$ cat src/rtl/tofHistPkg.sv
`default_nettype none

package tofHistPkg;

    // timestamp code width from the TDC
    parameter int TS_WIDTH = 10;
    // bin address, 32 bins per histogram
    parameter int BIN_BITS = 5;
    // per-bin counter, saturates at all ones
    parameter int COUNT_WIDTH = 8;
    // coarse bin covers 2**COARSE_SHIFT codes
    parameter int COARSE_SHIFT = TS_WIDTH - BIN_BITS;

    // which histogram is being built
    typedef enum logic {
        phaseCoarse,
        phaseFine
    } hisPhase_e;

    // builder FSM, settle states hold off acquisition
    typedef enum logic [1:0] {
        stCoarseAcq,
        stCoarseSettle,
        stFineAcq,
        stFineSettle
    } builderState_e;

    // bin and its count after the increment
    typedef struct packed {
        logic [BIN_BITS-1:0]    binAddr;
        logic [COUNT_WIDTH-1:0] count;
    } countEvt_t;

    // fine window, both ends inclusive, in timestamp codes
    typedef struct packed {
        logic [TS_WIDTH-1:0] low;
        logic [TS_WIDTH-1:0] high;
    } window_t;

    // final measurement
    typedef struct packed {
        logic [BIN_BITS-1:0]    coarseBin;
        logic [TS_WIDTH-1:0]    peakTime;
        logic [COUNT_WIDTH-1:0] peakCount;
    } peakResult_t;

endpackage

`default_nettype wire

$ cat src/rtl/dataFormatter.sv
`timescale 1ns/1ps
`default_nettype none

module dataFormatter (
    input  logic [tofHistPkg::TS_WIDTH-1:0] roughData,
    input  tofHistPkg::hisPhase_e           phase,
    input  tofHistPkg::window_t             window,
    output logic [tofHistPkg::BIN_BITS-1:0] binAddr,
    output logic                            inWindow
);
    import tofHistPkg::*;

    // offset into the fine window, only the low bits matter
    logic [BIN_BITS-1:0] fineOffset;
    // window compare, both ends included
    logic aboveLow;
    logic belowHigh;

    assign fineOffset = BIN_BITS'(roughData - window.low);
    assign aboveLow = (roughData >= window.low);
    assign belowHigh = (roughData <= window.high);

    always_comb begin
        if (phase == phaseFine) begin
            // one code per bin inside the window
            inWindow = aboveLow && belowHigh;
            binAddr = fineOffset;
        end else begin
            // coarse bin is the top bits of the code
            inWindow = 1'b1;
            binAddr = BIN_BITS'(roughData >> COARSE_SHIFT);
        end
    end

endmodule

`default_nettype wire

$ cat src/rtl/histBuilder.sv
`timescale 1ns/1ps
`default_nettype none

module histBuilder #(
    parameter int acqPerHis = 16
) (
    input  logic                            clk,
    input  logic                            arstN,
    input  logic                            wrEn,
    input  logic [tofHistPkg::BIN_BITS-1:0] binAddr,
    input  logic                            inWindow,
    output tofHistPkg::hisPhase_e           phase,
    output tofHistPkg::countEvt_t           countEvt,
    output logic                            countStrobe,
    output logic                            acqDone
);
    import tofHistPkg::*;

    localparam int cntWidth = $clog2(acqPerHis + 1);
    localparam int numBins = 2 ** BIN_BITS;

    builderState_e          state;
    builderState_e          stateNext;
    logic [cntWidth-1:0]    sampleCnt;
    // second settle cycle marker
    logic                   settleCnt;
    // shared coarse/fine count store
    logic [COUNT_WIDTH-1:0] countMem [numBins];
    // cleared in one cycle, invalid bins read as zero
    logic [numBins-1:0]     binValid;
    logic                   acqState;
    logic                   accepted;
    logic                   lastSample;
    logic                   binWrite;
    logic [COUNT_WIDTH-1:0] curCount;
    logic [COUNT_WIDTH-1:0] newCount;

    assign acqState = (state == stCoarseAcq) || (state == stFineAcq);
    // strobes during settle are dropped
    assign accepted = acqState && wrEn;
    assign lastSample = accepted && (sampleCnt == cntWidth'(acqPerHis - 1));
    // out-of-window fine samples count toward the total only
    assign binWrite = accepted && inWindow;
    assign phase = ((state == stFineAcq) || (state == stFineSettle)) ? phaseFine : phaseCoarse;

    // read side of the read-modify-write
    assign curCount = binValid[binAddr] ? countMem[binAddr] : '0;
    // hold at full scale
    assign newCount = (&curCount) ? curCount : curCount + 1'b1;

    always_comb begin
        stateNext = state;
        case (state)
            stCoarseAcq: begin
                if (lastSample) begin
                    stateNext = stCoarseSettle;
                end
            end
            stCoarseSettle: begin
                if (settleCnt) begin
                    stateNext = stFineAcq;
                end
            end
            stFineAcq: begin
                if (lastSample) begin
                    stateNext = stFineSettle;
                end
            end
            stFineSettle: begin
                if (settleCnt) begin
                    stateNext = stCoarseAcq;
                end
            end
            default: stateNext = stCoarseAcq;
        endcase
    end

    always_ff @(posedge clk or negedge arstN) begin
        if (!arstN) begin
            state <= stCoarseAcq;
            sampleCnt <= '0;
            settleCnt <= 1'b0;
            binValid <= '0;
            countStrobe <= 1'b0;
            acqDone <= 1'b0;
        end else begin
            state <= stateNext;
            countStrobe <= binWrite;
            // one cycle after the closing write
            acqDone <= lastSample;
            if (lastSample) begin
                sampleCnt <= '0;
            end else if (accepted) begin
                sampleCnt <= sampleCnt + 1'b1;
            end
            // toggles through the two settle cycles
            if (acqState) begin
                settleCnt <= 1'b0;
            end else begin
                settleCnt <= ~settleCnt;
            end
            // whole histogram cleared at once
            if (acqDone) begin
                binValid <= '0;
            end else if (binWrite) begin
                binValid[binAddr] <= 1'b1;
            end
        end
    end

    // write side plus event to the peak tracker
    always_ff @(posedge clk) begin
        if (binWrite) begin
            countMem[binAddr] <= newCount;
            countEvt.binAddr <= binAddr;
            countEvt.count <= newCount;
        end
    end

endmodule

`default_nettype wire

$ cat src/rtl/peakDetector.sv
`timescale 1ns/1ps
`default_nettype none

module peakDetector (
    input  logic                            clk,
    input  logic                            arstN,
    input  tofHistPkg::countEvt_t           countEvt,
    input  logic                            countStrobe,
    input  logic                            acqDone,
    input  tofHistPkg::hisPhase_e           phase,
    input  tofHistPkg::window_t             window,
    output logic                            coarseDone,
    output logic [tofHistPkg::BIN_BITS-1:0] coarseBin,
    output logic                            resultValid,
    output tofHistPkg::peakResult_t         result
);
    import tofHistPkg::*;

    // running maximum of the current histogram
    logic [COUNT_WIDTH-1:0] maxCount;
    logic [BIN_BITS-1:0]    maxBin;
    // maximum including the event on this cycle
    logic [COUNT_WIDTH-1:0] candCount;
    logic [BIN_BITS-1:0]    candBin;
    logic                   takeEvt;
    logic                   fineClose;

    // strictly greater, so the first bin to reach a tie keeps it
    assign takeEvt = countStrobe && (countEvt.count > maxCount);
    assign candCount = takeEvt ? countEvt.count : maxCount;
    assign candBin = takeEvt ? countEvt.binAddr : maxBin;
    // last event and acqDone can share a cycle
    assign fineClose = acqDone && (phase == phaseFine);

    always_ff @(posedge clk or negedge arstN) begin
        if (!arstN) begin
            maxCount <= '0;
            maxBin <= '0;
            coarseBin <= '0;
            coarseDone <= 1'b0;
            resultValid <= 1'b0;
        end else begin
            coarseDone <= acqDone && (phase == phaseCoarse);
            resultValid <= fineClose;
            if (acqDone) begin
                // empty histogram leaves bin 0, count 0
                maxCount <= '0;
                maxBin <= '0;
                if (phase == phaseCoarse) begin
                    coarseBin <= candBin;
                end
            end else begin
                maxCount <= candCount;
                maxBin <= candBin;
            end
        end
    end

    // fine bin back to a timestamp code
    always_ff @(posedge clk) begin
        if (fineClose) begin
            result.coarseBin <= coarseBin;
            result.peakTime <= window.low + TS_WIDTH'(candBin);
            result.peakCount <= candCount;
        end
    end

endmodule

`default_nettype wire

$ cat src/rtl/windowCalc.sv
`timescale 1ns/1ps
`default_nettype none

module windowCalc (
    input  logic                            clk,
    input  logic                            arstN,
    input  logic                            coarseDone,
    input  logic [tofHistPkg::BIN_BITS-1:0] coarseBin,
    output tofHistPkg::window_t             window
);
    import tofHistPkg::*;

    // fine window spans one code per fine bin
    localparam int winSpan = 2 ** BIN_BITS;
    localparam logic [TS_WIDTH:0] halfSpan = (TS_WIDTH + 1)'(winSpan / 2);
    // highest low bound that keeps high inside the code range
    localparam logic [TS_WIDTH:0] lowMax = (TS_WIDTH + 1)'(2 ** TS_WIDTH - winSpan);

    // start code of the coarse peak bin, one spare bit
    logic [TS_WIDTH:0]   binStart;
    logic [TS_WIDTH:0]   lowRaw;
    logic [TS_WIDTH-1:0] lowNext;

    assign binStart = {1'b0, coarseBin, {COARSE_SHIFT{1'b0}}};
    assign lowRaw = binStart - halfSpan;

    always_comb begin
        if (binStart < halfSpan) begin
            // clamp at code 0
            lowNext = '0;
        end else if (lowRaw > lowMax) begin
            // clamp at the top of the range
            lowNext = lowMax[TS_WIDTH-1:0];
        end else begin
            lowNext = lowRaw[TS_WIDTH-1:0];
        end
    end

    always_ff @(posedge clk or negedge arstN) begin
        if (!arstN) begin
            window.low <= '0;
            window.high <= TS_WIDTH'(winSpan - 1);
        end else if (coarseDone) begin
            window.low <= lowNext;
            window.high <= lowNext + TS_WIDTH'(winSpan - 1);
        end
    end

endmodule

`default_nettype wire

$ cat src/rtl/tofHistTop.sv
`timescale 1ns/1ps
`default_nettype none

module tofHistTop #(
    parameter int acqPerHis = 16
) (
    input  logic                            clk,
    input  logic                            arstN,
    input  logic                            wrEn,
    input  logic [tofHistPkg::TS_WIDTH-1:0] roughData,
    output logic                            resultValid,
    output tofHistPkg::peakResult_t         result
);
    import tofHistPkg::*;

    // formatter to builder
    logic [BIN_BITS-1:0] binAddr;
    logic                inWindow;
    // builder outputs
    hisPhase_e           phase;
    countEvt_t           countEvt;
    logic                countStrobe;
    logic                acqDone;
    // coarse peak to the window
    logic                coarseDone;
    logic [BIN_BITS-1:0] coarseBin;
    window_t             window;

    // timestamp to bin, coarse slice or fine offset
    dataFormatter uFormatter (
        .roughData (roughData),
        .phase     (phase),
        .window    (window),
        .binAddr   (binAddr),
        .inWindow  (inWindow)
    );

    histBuilder #(
        .acqPerHis (acqPerHis)
    ) uBuilder (
        .clk         (clk),
        .arstN       (arstN),
        .wrEn        (wrEn),
        .binAddr     (binAddr),
        .inWindow    (inWindow),
        .phase       (phase),
        .countEvt    (countEvt),
        .countStrobe (countStrobe),
        .acqDone     (acqDone)
    );

    // peak tracked as counts arrive
    peakDetector uPeak (
        .clk         (clk),
        .arstN       (arstN),
        .countEvt    (countEvt),
        .countStrobe (countStrobe),
        .acqDone     (acqDone),
        .phase       (phase),
        .window      (window),
        .coarseDone  (coarseDone),
        .coarseBin   (coarseBin),
        .resultValid (resultValid),
        .result      (result)
    );

    // window ready before fine acquisition starts
    windowCalc uWindow (
        .clk        (clk),
        .arstN      (arstN),
        .coarseDone (coarseDone),
        .coarseBin  (coarseBin),
        .window     (window)
    );

endmodule

`default_nettype wire

$ cat config.mk
export PLATFORM = sky130hd
export DESIGN_NAME = tofHistTop
export DESIGN_NICKNAME = d
export VERILOG_FILES = /design/src/rtl/tofHistPkg.sv /design/src/rtl/dataFormatter.sv /design/src/rtl/histBuilder.sv /design/src/rtl/peakDetector.sv /design/src/rtl/windowCalc.sv /design/src/rtl/tofHistTop.sv
export SDC_FILE = /design/constraint.sdc
export NUM_CORES = 1
export LEC_CHECK = 0
export BUFFER_PORTS_ARGS = -buffer_cell sky130_fd_sc_hd__clkbuf_2
export CAP_MARGIN = 25
export CORE_ASPECT_RATIO = 1.4
export CORE_MARGIN = 8
export CORE_UTILIZATION = 40
export CTS_CLUSTER_DIAMETER = 30
export CTS_CLUSTER_SIZE = 30
export DETAILED_ROUTE_END_ITERATION = 7
export GPL_TIMING_DRIVEN = 0
export PLACE_DENSITY = 0.56
export SLEW_MARGIN = 40
export SYNTH_ARGS = -nofsm -noshare
export SYNTH_HDL_FRONTEND = slang
export SYNTH_HIERARCHICAL = 1
export SYNTH_SLANG_ARGS = --single-unit
$ cat constraint.sdc
create_clock -name clk -period 14.98 [get_ports clk]
set_input_delay 2.247 -clock clk [delete_from_list [all_inputs] [get_ports clk]]
set_output_delay 2.247 -clock clk [all_outputs]
set_load 0.05 [all_outputs]
==> summary.md, run 1 <==
| Metric | Value |
|---|---|
| Status | completed |
| Buf/Inv on CP | 3 |
| Largest net degree at the start of global routing | between 60 and 70 |
| Most common cell after layout, fill and taps aside | edfxtp_1 |
| CTS Buf Count | 60 |
| Post-CTS sizing | 0 |
| Final Skew | 0.0175 ns |
| CTS tree | built |
| Number of antenna diodes | 0 |
| Core area | around 0.04 mm2 |
| Max Cap Viol | 0 |
| Tmin final | 7.43 ns |
| Cell Rows | 87 |
| Detail Placement HPWL | 30400 um |
| First-pass GRT wire length | 65800 um |
| Worst setup SP type | input port |
| Slowest CP cell | o22ai_1 |
| Type of the worst min-delay path | register to register |
| Final net count | between 1000 and 1500 |
| CP cell instances | clkbuf_2 -> ha_1 -> nor2b_1 -> o21ai_0 -> a21boi_0 -> o31ai_2 -> buf_6 -> buf_2 -> nand4b_1 -> o22ai_1 -> nor4_1 -> nand2_1 -> and2_1 -> ha_1 -> nand3_2 -> nor4b_4 -> mux2_2 |
| Clock Pin Slew Worst Setup and Hold Paths | roughly 0.050 ns |
| Htree depth | 2 |
| Dominant cell type by area after synthesis | edfxtp_1 |
| # placed instances | 1719 |
| Top_reg_cell synth | edfxtp_1 |
| Worst Tran Pin Value | 0.906 ns |
| # setup viols final | 0 |
| Leakage Power | about 7.4 nW |
| Wire per inst | 24.4 um |
| Chip width | 185 um |
| Vias in the first global route | ~10000 |
| Critical path type | input port to register |
| Num Clock Sinks | 366 |
| Synthesized area per cell | 14.2 um2 |
| Synth area leaders | edfxtp_1 (55%), dfrtp_1 (11%), mux2i_1 (9.1%), ha_1 (3.3%), o22ai_1 (2.9%) |
| TritonRoute pass-1 iters | 5 |
| Yosys warns | 6 |
| Setup TNS | 0 ns |
| Grt ovf | 0 |
| Post-CTS Repair Setup Buffers | 0 |
| GRT Total Usage | 0.193 |
| Die height | 253 um |
| Synthesized instance count | 1133 |
| Residual DRC count | 0 |
| Root buffer cell | clkbuf_16 |
| F_max | 0.135 GHz |
| Via/cell ratio | 5.43 |
| Crit path DAT | 7.69 ns |
| Post-synth EDFFs | 292 |
| Final hold vios | 0 |
| Pwr/cell area | 240 mW/mm2 |
| Detail Route Antenna Nets | 0 |
| Area Growth Syn to Fin | 20.1% |
| Most frequent cells in the layout | edfxtp_1 (292), mux2i_1 (145), nor2_1 (77), o22ai_1 (74), dfrtp_1 (73) |
| Slew Limit Fails | 0 |
| Initial Util | 0.403 |
| Share of synthesized registers carrying an async set or reset | 0.202 |
| Peak supply drop | roughly 110 uV |
| Clock tree buffer depth | 3 |
| Worst EP required | 15.23 ns |
| DR iter-0 viols | 780 |
| Top cell family by delay on the critical path | simple AND/OR/NAND/NOR gates |
| Clock Latency Late Sink | 0.58 ns |
| Seq/Total Area, Yosys | 0.660 |
| Crit end category | register |
| Tcrit/Tclk final | 0.496 |
| Vias post-DR | about 10000 |
| DIE AREA | 0.0470 mm2 |
| Slew Limit Headroom | 0.395 |
| Fin cells | 1832 |
| Total I/O pin count | 37 |
| Cell mode on critical path | ha_1 |
| Crit path max fanout | 33 |
| Slowest stage delay, CP | around 0.80 ns |
| Layout cells sized above 1 | 0.213 |
| Number of port buffers | 36 |
| RSZ-0062 raised after global routing | no |
| Post-Syn Area | 0.0161 mm2 |
| Final wirelength | around 45000 um |
| Synth unique cells | 79 |
| Synth top area share | 0.545 |
| Antenna violations before repair | 1 |
| CTS Hold Buffers Added | 0 |
| GPL Wtd Cong | 0.933 |
| Yosys reg bits | 366 |
## cell type report
cell class                 count  area, um2
timing repair buffer          46        318
buffer                        60        374
sequential                   366      10600
clock inverter                44        503
fill                        3491      20600
multi-input combinational    669       5100
inverter                      44        165
tap                          534        668
clock buffer                  69       1580
## final timing paths
path                                    startpoint                       end  slack (ns)  cells after the start
worst max-delay path                  roughData[1]   uBuilder/countMem[5][1]        7.55                     17
worst min-delay path            uBuilder/settleCnt        uBuilder/settleCnt        0.42                      1
worst max register to register   uBuilder/state[0]  uBuilder/countMem[23][5]        8.61                     18
worst min register to register  uBuilder/settleCnt        uBuilder/settleCnt        0.42                      1
max in group asynchronous                    arstN     uBuilder/binValid[18]       12.92                      2
min in group asynchronous                    arstN         uWindow/window[7]        1.51                      1
## cells by family (layout without fill, tap and decap cells)
logic type	count (synthesis)	in the layout	share of synthesized area
compound gates	181	181	0.0768
xor+xnor	18	18	0.00980
fa+ha+maj	44	44	0.0352
buf+inv	104	263	0.0335
flops	366	366	0.660
mux	156	156	0.0983
other cells	2	8	0.000467
simple gates	262	262	0.0858
## flip-flops by register name, summed over array words and instances (netlist names), 2 cells and up
signal              cells
uBuilder/countMem     256
uBuilder/binValid      32
uPeak/result           23
uBuilder/countEvt      13
uWindow/window         12
uPeak/maxCount          8
uBuilder/sampleCnt      5
uPeak/coarseBin         5
uPeak/maxBin            5
uBuilder/state          2
## report_power, final
group | total (mW) | internal, mW | switching [mW]
Sequential | 1.62 | 1.54 | 0.0834
Clock | 1.39 | 0.899 | 0.492
Combinational | 1.63 | 0.530 | 1.10
## per-layer routing
| layer | up-vias | part of all wire | global-route usage | wire (um) |
|---|---|---|---|---|
| met1 | 4998 | 0.38 | 0.224 | 17000 |
| met5 | - | 0 | 0 | 0 |
| met3 | 102 | 0.056 | 0.0306 | 2490 |
| met4 | 0 | 0.056 | 0.102 | 2500 |
| met2 | 314 | 0.51 | 0.336 | 22800 |
| li1 | 4539 | - | - | - |
## worst reg2reg max path, cell delays in order, from the launching register on
cell and delay [ns]:
dfrtp_1 0.41, inv_1 0.09, ha_1 0.21, or2_2 0.25, inv_1 0.16, o21ai_0 0.54, buf_2 0.29, buf_4 0.25
buf_4 0.30, buf_4 0.33, mux2i_1 0.38, o22ai_1 0.24, nor4_1 0.77, nand2_1 0.20, and2_1 0.22, ha_1 0.25
nand3_2 0.14, or4b_4 0.19, nand3_2 0.61
## cell usage after synthesis (4+ instances only)
master     count
nor2_1       105
nand4b_1       5
xnor2_1       15
o21ai_0       14
inv_1         44
mux2_2         6
buf_2         14
nor2b_1        9
buf_4         22
o21ba_2        5
a31oi_1        8
a21oi_1       32
buf_6          6
dfrtp_1       73
ha_1          42
and2_1         8
nor4_1        16
a21o_1         8
mux2i_1      146
edfxtp_1     292
nor3_1         7
clkbuf_1      17
o21ai_2        8
nand2_1       45
nand4_1        9
o22ai_1       74
o211ai_1       4
nand3_1       21
nand4bb_1      6
## stage by stage
step	utilization	instance area, um2	power [mW]	setup slack [ns]	hold slack (ns)
after floorplan	-	16100	2.63	8.39	0.396
after global placement	0.425	17000	3.16	5.26	0.413
after detailed placement	0.431	17200	3.26	6.98	0.409
after CTS	0.483	19300	4.66	7.58	0.426
after global routing	0.484	19300	4.84	7.32	0.454
final	0.484	19300	4.64	7.55	0.424
No activity file was read; power rests on OpenSTA's default activity.
==> run 2, diff against run 1 <==
--- a/config.mk
+++ b/config.mk
@@ -14,7 +14,7 @@
 export CTS_CLUSTER_SIZE = 30
 export DETAILED_ROUTE_END_ITERATION = 7
 export GPL_TIMING_DRIVEN = 0
-export PLACE_DENSITY = 0.56
+export PLACE_DENSITY = 0.58
 export SLEW_MARGIN = 40
 export SYNTH_ARGS = -nofsm -noshare
 export SYNTH_HDL_FRONTEND = slang
==> constraint.sdc (replaced) <==
create_clock -name clk -period 6.2 [get_ports clk]
set_input_delay 0.93 -clock clk [delete_from_list [all_inputs] [get_ports clk]]
set_output_delay 0.93 -clock clk [all_outputs]
set_load 0.05 [all_outputs]
==> summary.md, run 2 (synthesized netlist as in run 1, its figures left out) <==
| Metric | Value |
|---|---|
| Status | completed |
| First-pass GRT wire length | 65300 um |
| Largest net degree at the start of global routing | 40 |
| FF-to-FF path depth | 19 |
| Largest Register | uBuilder/countMem |
| Detail Route Antenna Nets | 0 |
| CTS tree | built |
| Final Skew | 0.0177 ns |
| CTS Buf Count | between 50 and 60 |
| TritonRoute pass-1 iters | 6 |
| Via/cell ratio | 5.46 |
| Combined area of the multi-input logic cells | between 0.005 and 0.006 mm2 |
| CTS Hold Buffers Added | 0 |
| Core area | ~0.040 mm2 |
| Most common cell after layout, fill and taps aside | edfxtp_1 |
| Crit end category | register |
| R2R Setup Slk | between 0.2 and 0.25 ns |
| Final Cell Area | just under 0.02 mm2 |
| Root buffer cell | clkbuf_16 |
| Grt ovf | 0 |
| F_max | around 0.17 GHz |
| # placed instances | 1717 |
| Worst Tran Pin Value | 0.880 ns |
| GPL Wtd Cong | 0.917 |
| Top cell family by delay on the critical path | simple AND/OR/NAND/NOR gates |
| Chip width | 185 um |
| Number of antenna diodes | 0 |
| Largest register FFs | 256 |
| FILL cells | 3503 |
| Slew Limit Fails | 0 |
| CP Depth | 19 |
| Crit path capture | uBuilder/countMem[6][2] |
| Antenna violations before repair | 0 |
| Layout cells sized above 1 | 0.217 |
| Final net count | 1299 |
| Tmin final | 5.97 ns |
| Htree depth | 2 |
| Num Clock Sinks | approximately 370 |
| Clock tree buffer depth | 3 |
| Max Cap Viol | 0 |
| Post-CTS Repair Setup Buffers | 0 |
| Initial Util | 0.403 |
| Worst EP required | roughly 6.5 ns |
| Crit path DAT | 6.28 ns |
| Area Growth Syn to Fin | 19.5% |
| Fin cells | 1824 |
| Final hold vios | 0 |
| Total I/O pin count | 37 |
| Number of port buffers | 36 |
| Final wirelength | 44300 um |
| Cell Rows | 87 |
| Most frequent cells in the layout | edfxtp_1 (292), mux2i_1 (145), nor2_1 (79), o22ai_1 (73), dfrtp_1 (73) |
| Peak supply drop | 322 uV |
| Fin worst setup slack | 0.228 ns |
| CP Launch Point | uBuilder/state[0] |
| Buf/Inv on CP | 7 |
| Post-DP Area | about 0.017 mm2 |
| FF+latch area | around 0.011 mm2 |
| Tcrit/Tclk final | 0.963 |
| Clock Pin Slew Worst Setup and Hold Paths | 0.05 ns |
| Vias in the first global route | between 10000 and 15000 |
| Leakage Power | 7.31 nW |
| # setup viols final | 0 |
| Slowest stage delay, CP | 0.56 ns |
| DR iter-0 viols | 885 |
| Cell mode on critical path | buf_4 |
| Reg2reg end | uBuilder/countMem[6][2] |
| Reg2reg start | uBuilder/state[0] |
| Crit path max fanout | 18 |
| DIE AREA | 0.0470 mm2 |
| CP cell instances | inv_1 -> ha_1 -> or2_2 -> inv_1 -> o21ai_0 -> buf_2 -> buf_4 -> buf_4 -> buf_4 -> mux2i_1 -> o22ai_1 -> nor4_2 -> nand2_1 -> and2_1 -> ha_1 -> nand3_2 -> or4b_4 -> nand3_2 -> buf_16 |
| Wire per inst | 24.3 um |
| Worst setup SP type | register |
| Type of the worst min-delay path | input port to asynchronous set/reset pin |
| Pwr/cell area | 575 mW/mm2 |
| Detail Placement HPWL | 30500 um |
| Clock Latency Late Sink | around 0.59 ns |
| Worst slack, placed | -0.440 ns |
| Top flop regs | uBuilder/countMem: 256 flops, uBuilder/binValid: 32 flops, uPeak/result: 23 flops |
| Slowest CP cell | nor4_2 |
| Critical path type | register to register |
| Vias post-DR | 9966 |
| Die height | 253 um |
| GRT Total Usage | 0.191 |
| Slew Limit Headroom | 0.410 |
| Residual DRC count | 0 |
| Power consumption | about 11 mW |
-- run 2: cell types whose count changed in the layout (fill, tap and decap cells not counted), sizes merged --
cell / change
inv: +9
bufinv: -4
clkbuf: -4
clkinv: -4
clkinvlp: -3
buf: -2
-- run 2: per-layer routing --
layer  global-route usage  part of all wire  vias to the layer above
met2                0.337              0.52                      316
met5                    0                 0                        -
met1                0.217              0.38                     5022
met4                0.106             0.058                        0
li1                     -                 -                     4524
met3               0.0309             0.049                      104
-- run 2: how the worst min path moves through the flow --
stage / from / endpoint / slack, ns / cells past startpoint
floorplan: uBuilder/settleCnt / uBuilder/settleCnt / 0.40 / 1
global placement: uBuilder/settleCnt / uBuilder/settleCnt / 0.41 / 1
detailed placement: uBuilder/settleCnt / uBuilder/settleCnt / 0.42 / 1
CTS: arstN / uWindow/window[7] / 0.23 / 1
global route: arstN / uWindow/window[7] / 0.25 / 1
finish: arstN / uWindow/window[7] / 0.25 / 1
-- run 2: area by class of cell --
class / instances / share of cell area
Multi-Input combinational cell: 669 / 0.266
Clock inverter: 42 / 0.0220
Timing Repair Buffer: 44 / 0.0161
Sequential cell: 366 / 0.553
Clock buffer: 65 / 0.0801
Buffer: 60 / 0.0195
Inverter: 44 / 0.00859
Tap cell: 534 / 0.0348
-- run 2: per-stage QoR --
step	hold slack, ns	utilization	TNS, ns
6_report	0.246	0.481	0
5_1_grt	0.246	0.481	-0.00375
4_1_cts	0.232	0.480	0
3_5_place_dp	0.418	0.431	-63.10
3_3_place_gp	0.411	0.425	-329.21
2_1_floorplan	0.396	-	0
-- run 2: worst reg2reg max path, stage by stage (launching register included) --
cell and delay, ns:
dfrtp_1 0.41, inv_1 0.09, ha_1 0.20, or2_2 0.25
inv_1 0.15, o21ai_0 0.51, buf_2 0.29, buf_4 0.25
buf_4 0.34, buf_4 0.34, mux2i_1 0.36, o22ai_1 0.26
nor4_2 0.56, nand2_1 0.17, and2_1 0.21, ha_1 0.25
nand3_2 0.14, or4b_4 0.20, nand3_2 0.37, buf_16 0.32
-- run 2: where the power goes --
group          internal [mW]  total, mW  switching (mW)
clock                   1.98       3.18            1.20
combinational           1.31       3.96            2.65
sequential              3.71       3.92           0.204
-- run 2: repair_timing --
action                                  4_1_cts  5_1_grt
hold endpoints to repair                      0        0
gates resized for setup                       1        4
endpoints found under the setup margin      109      137
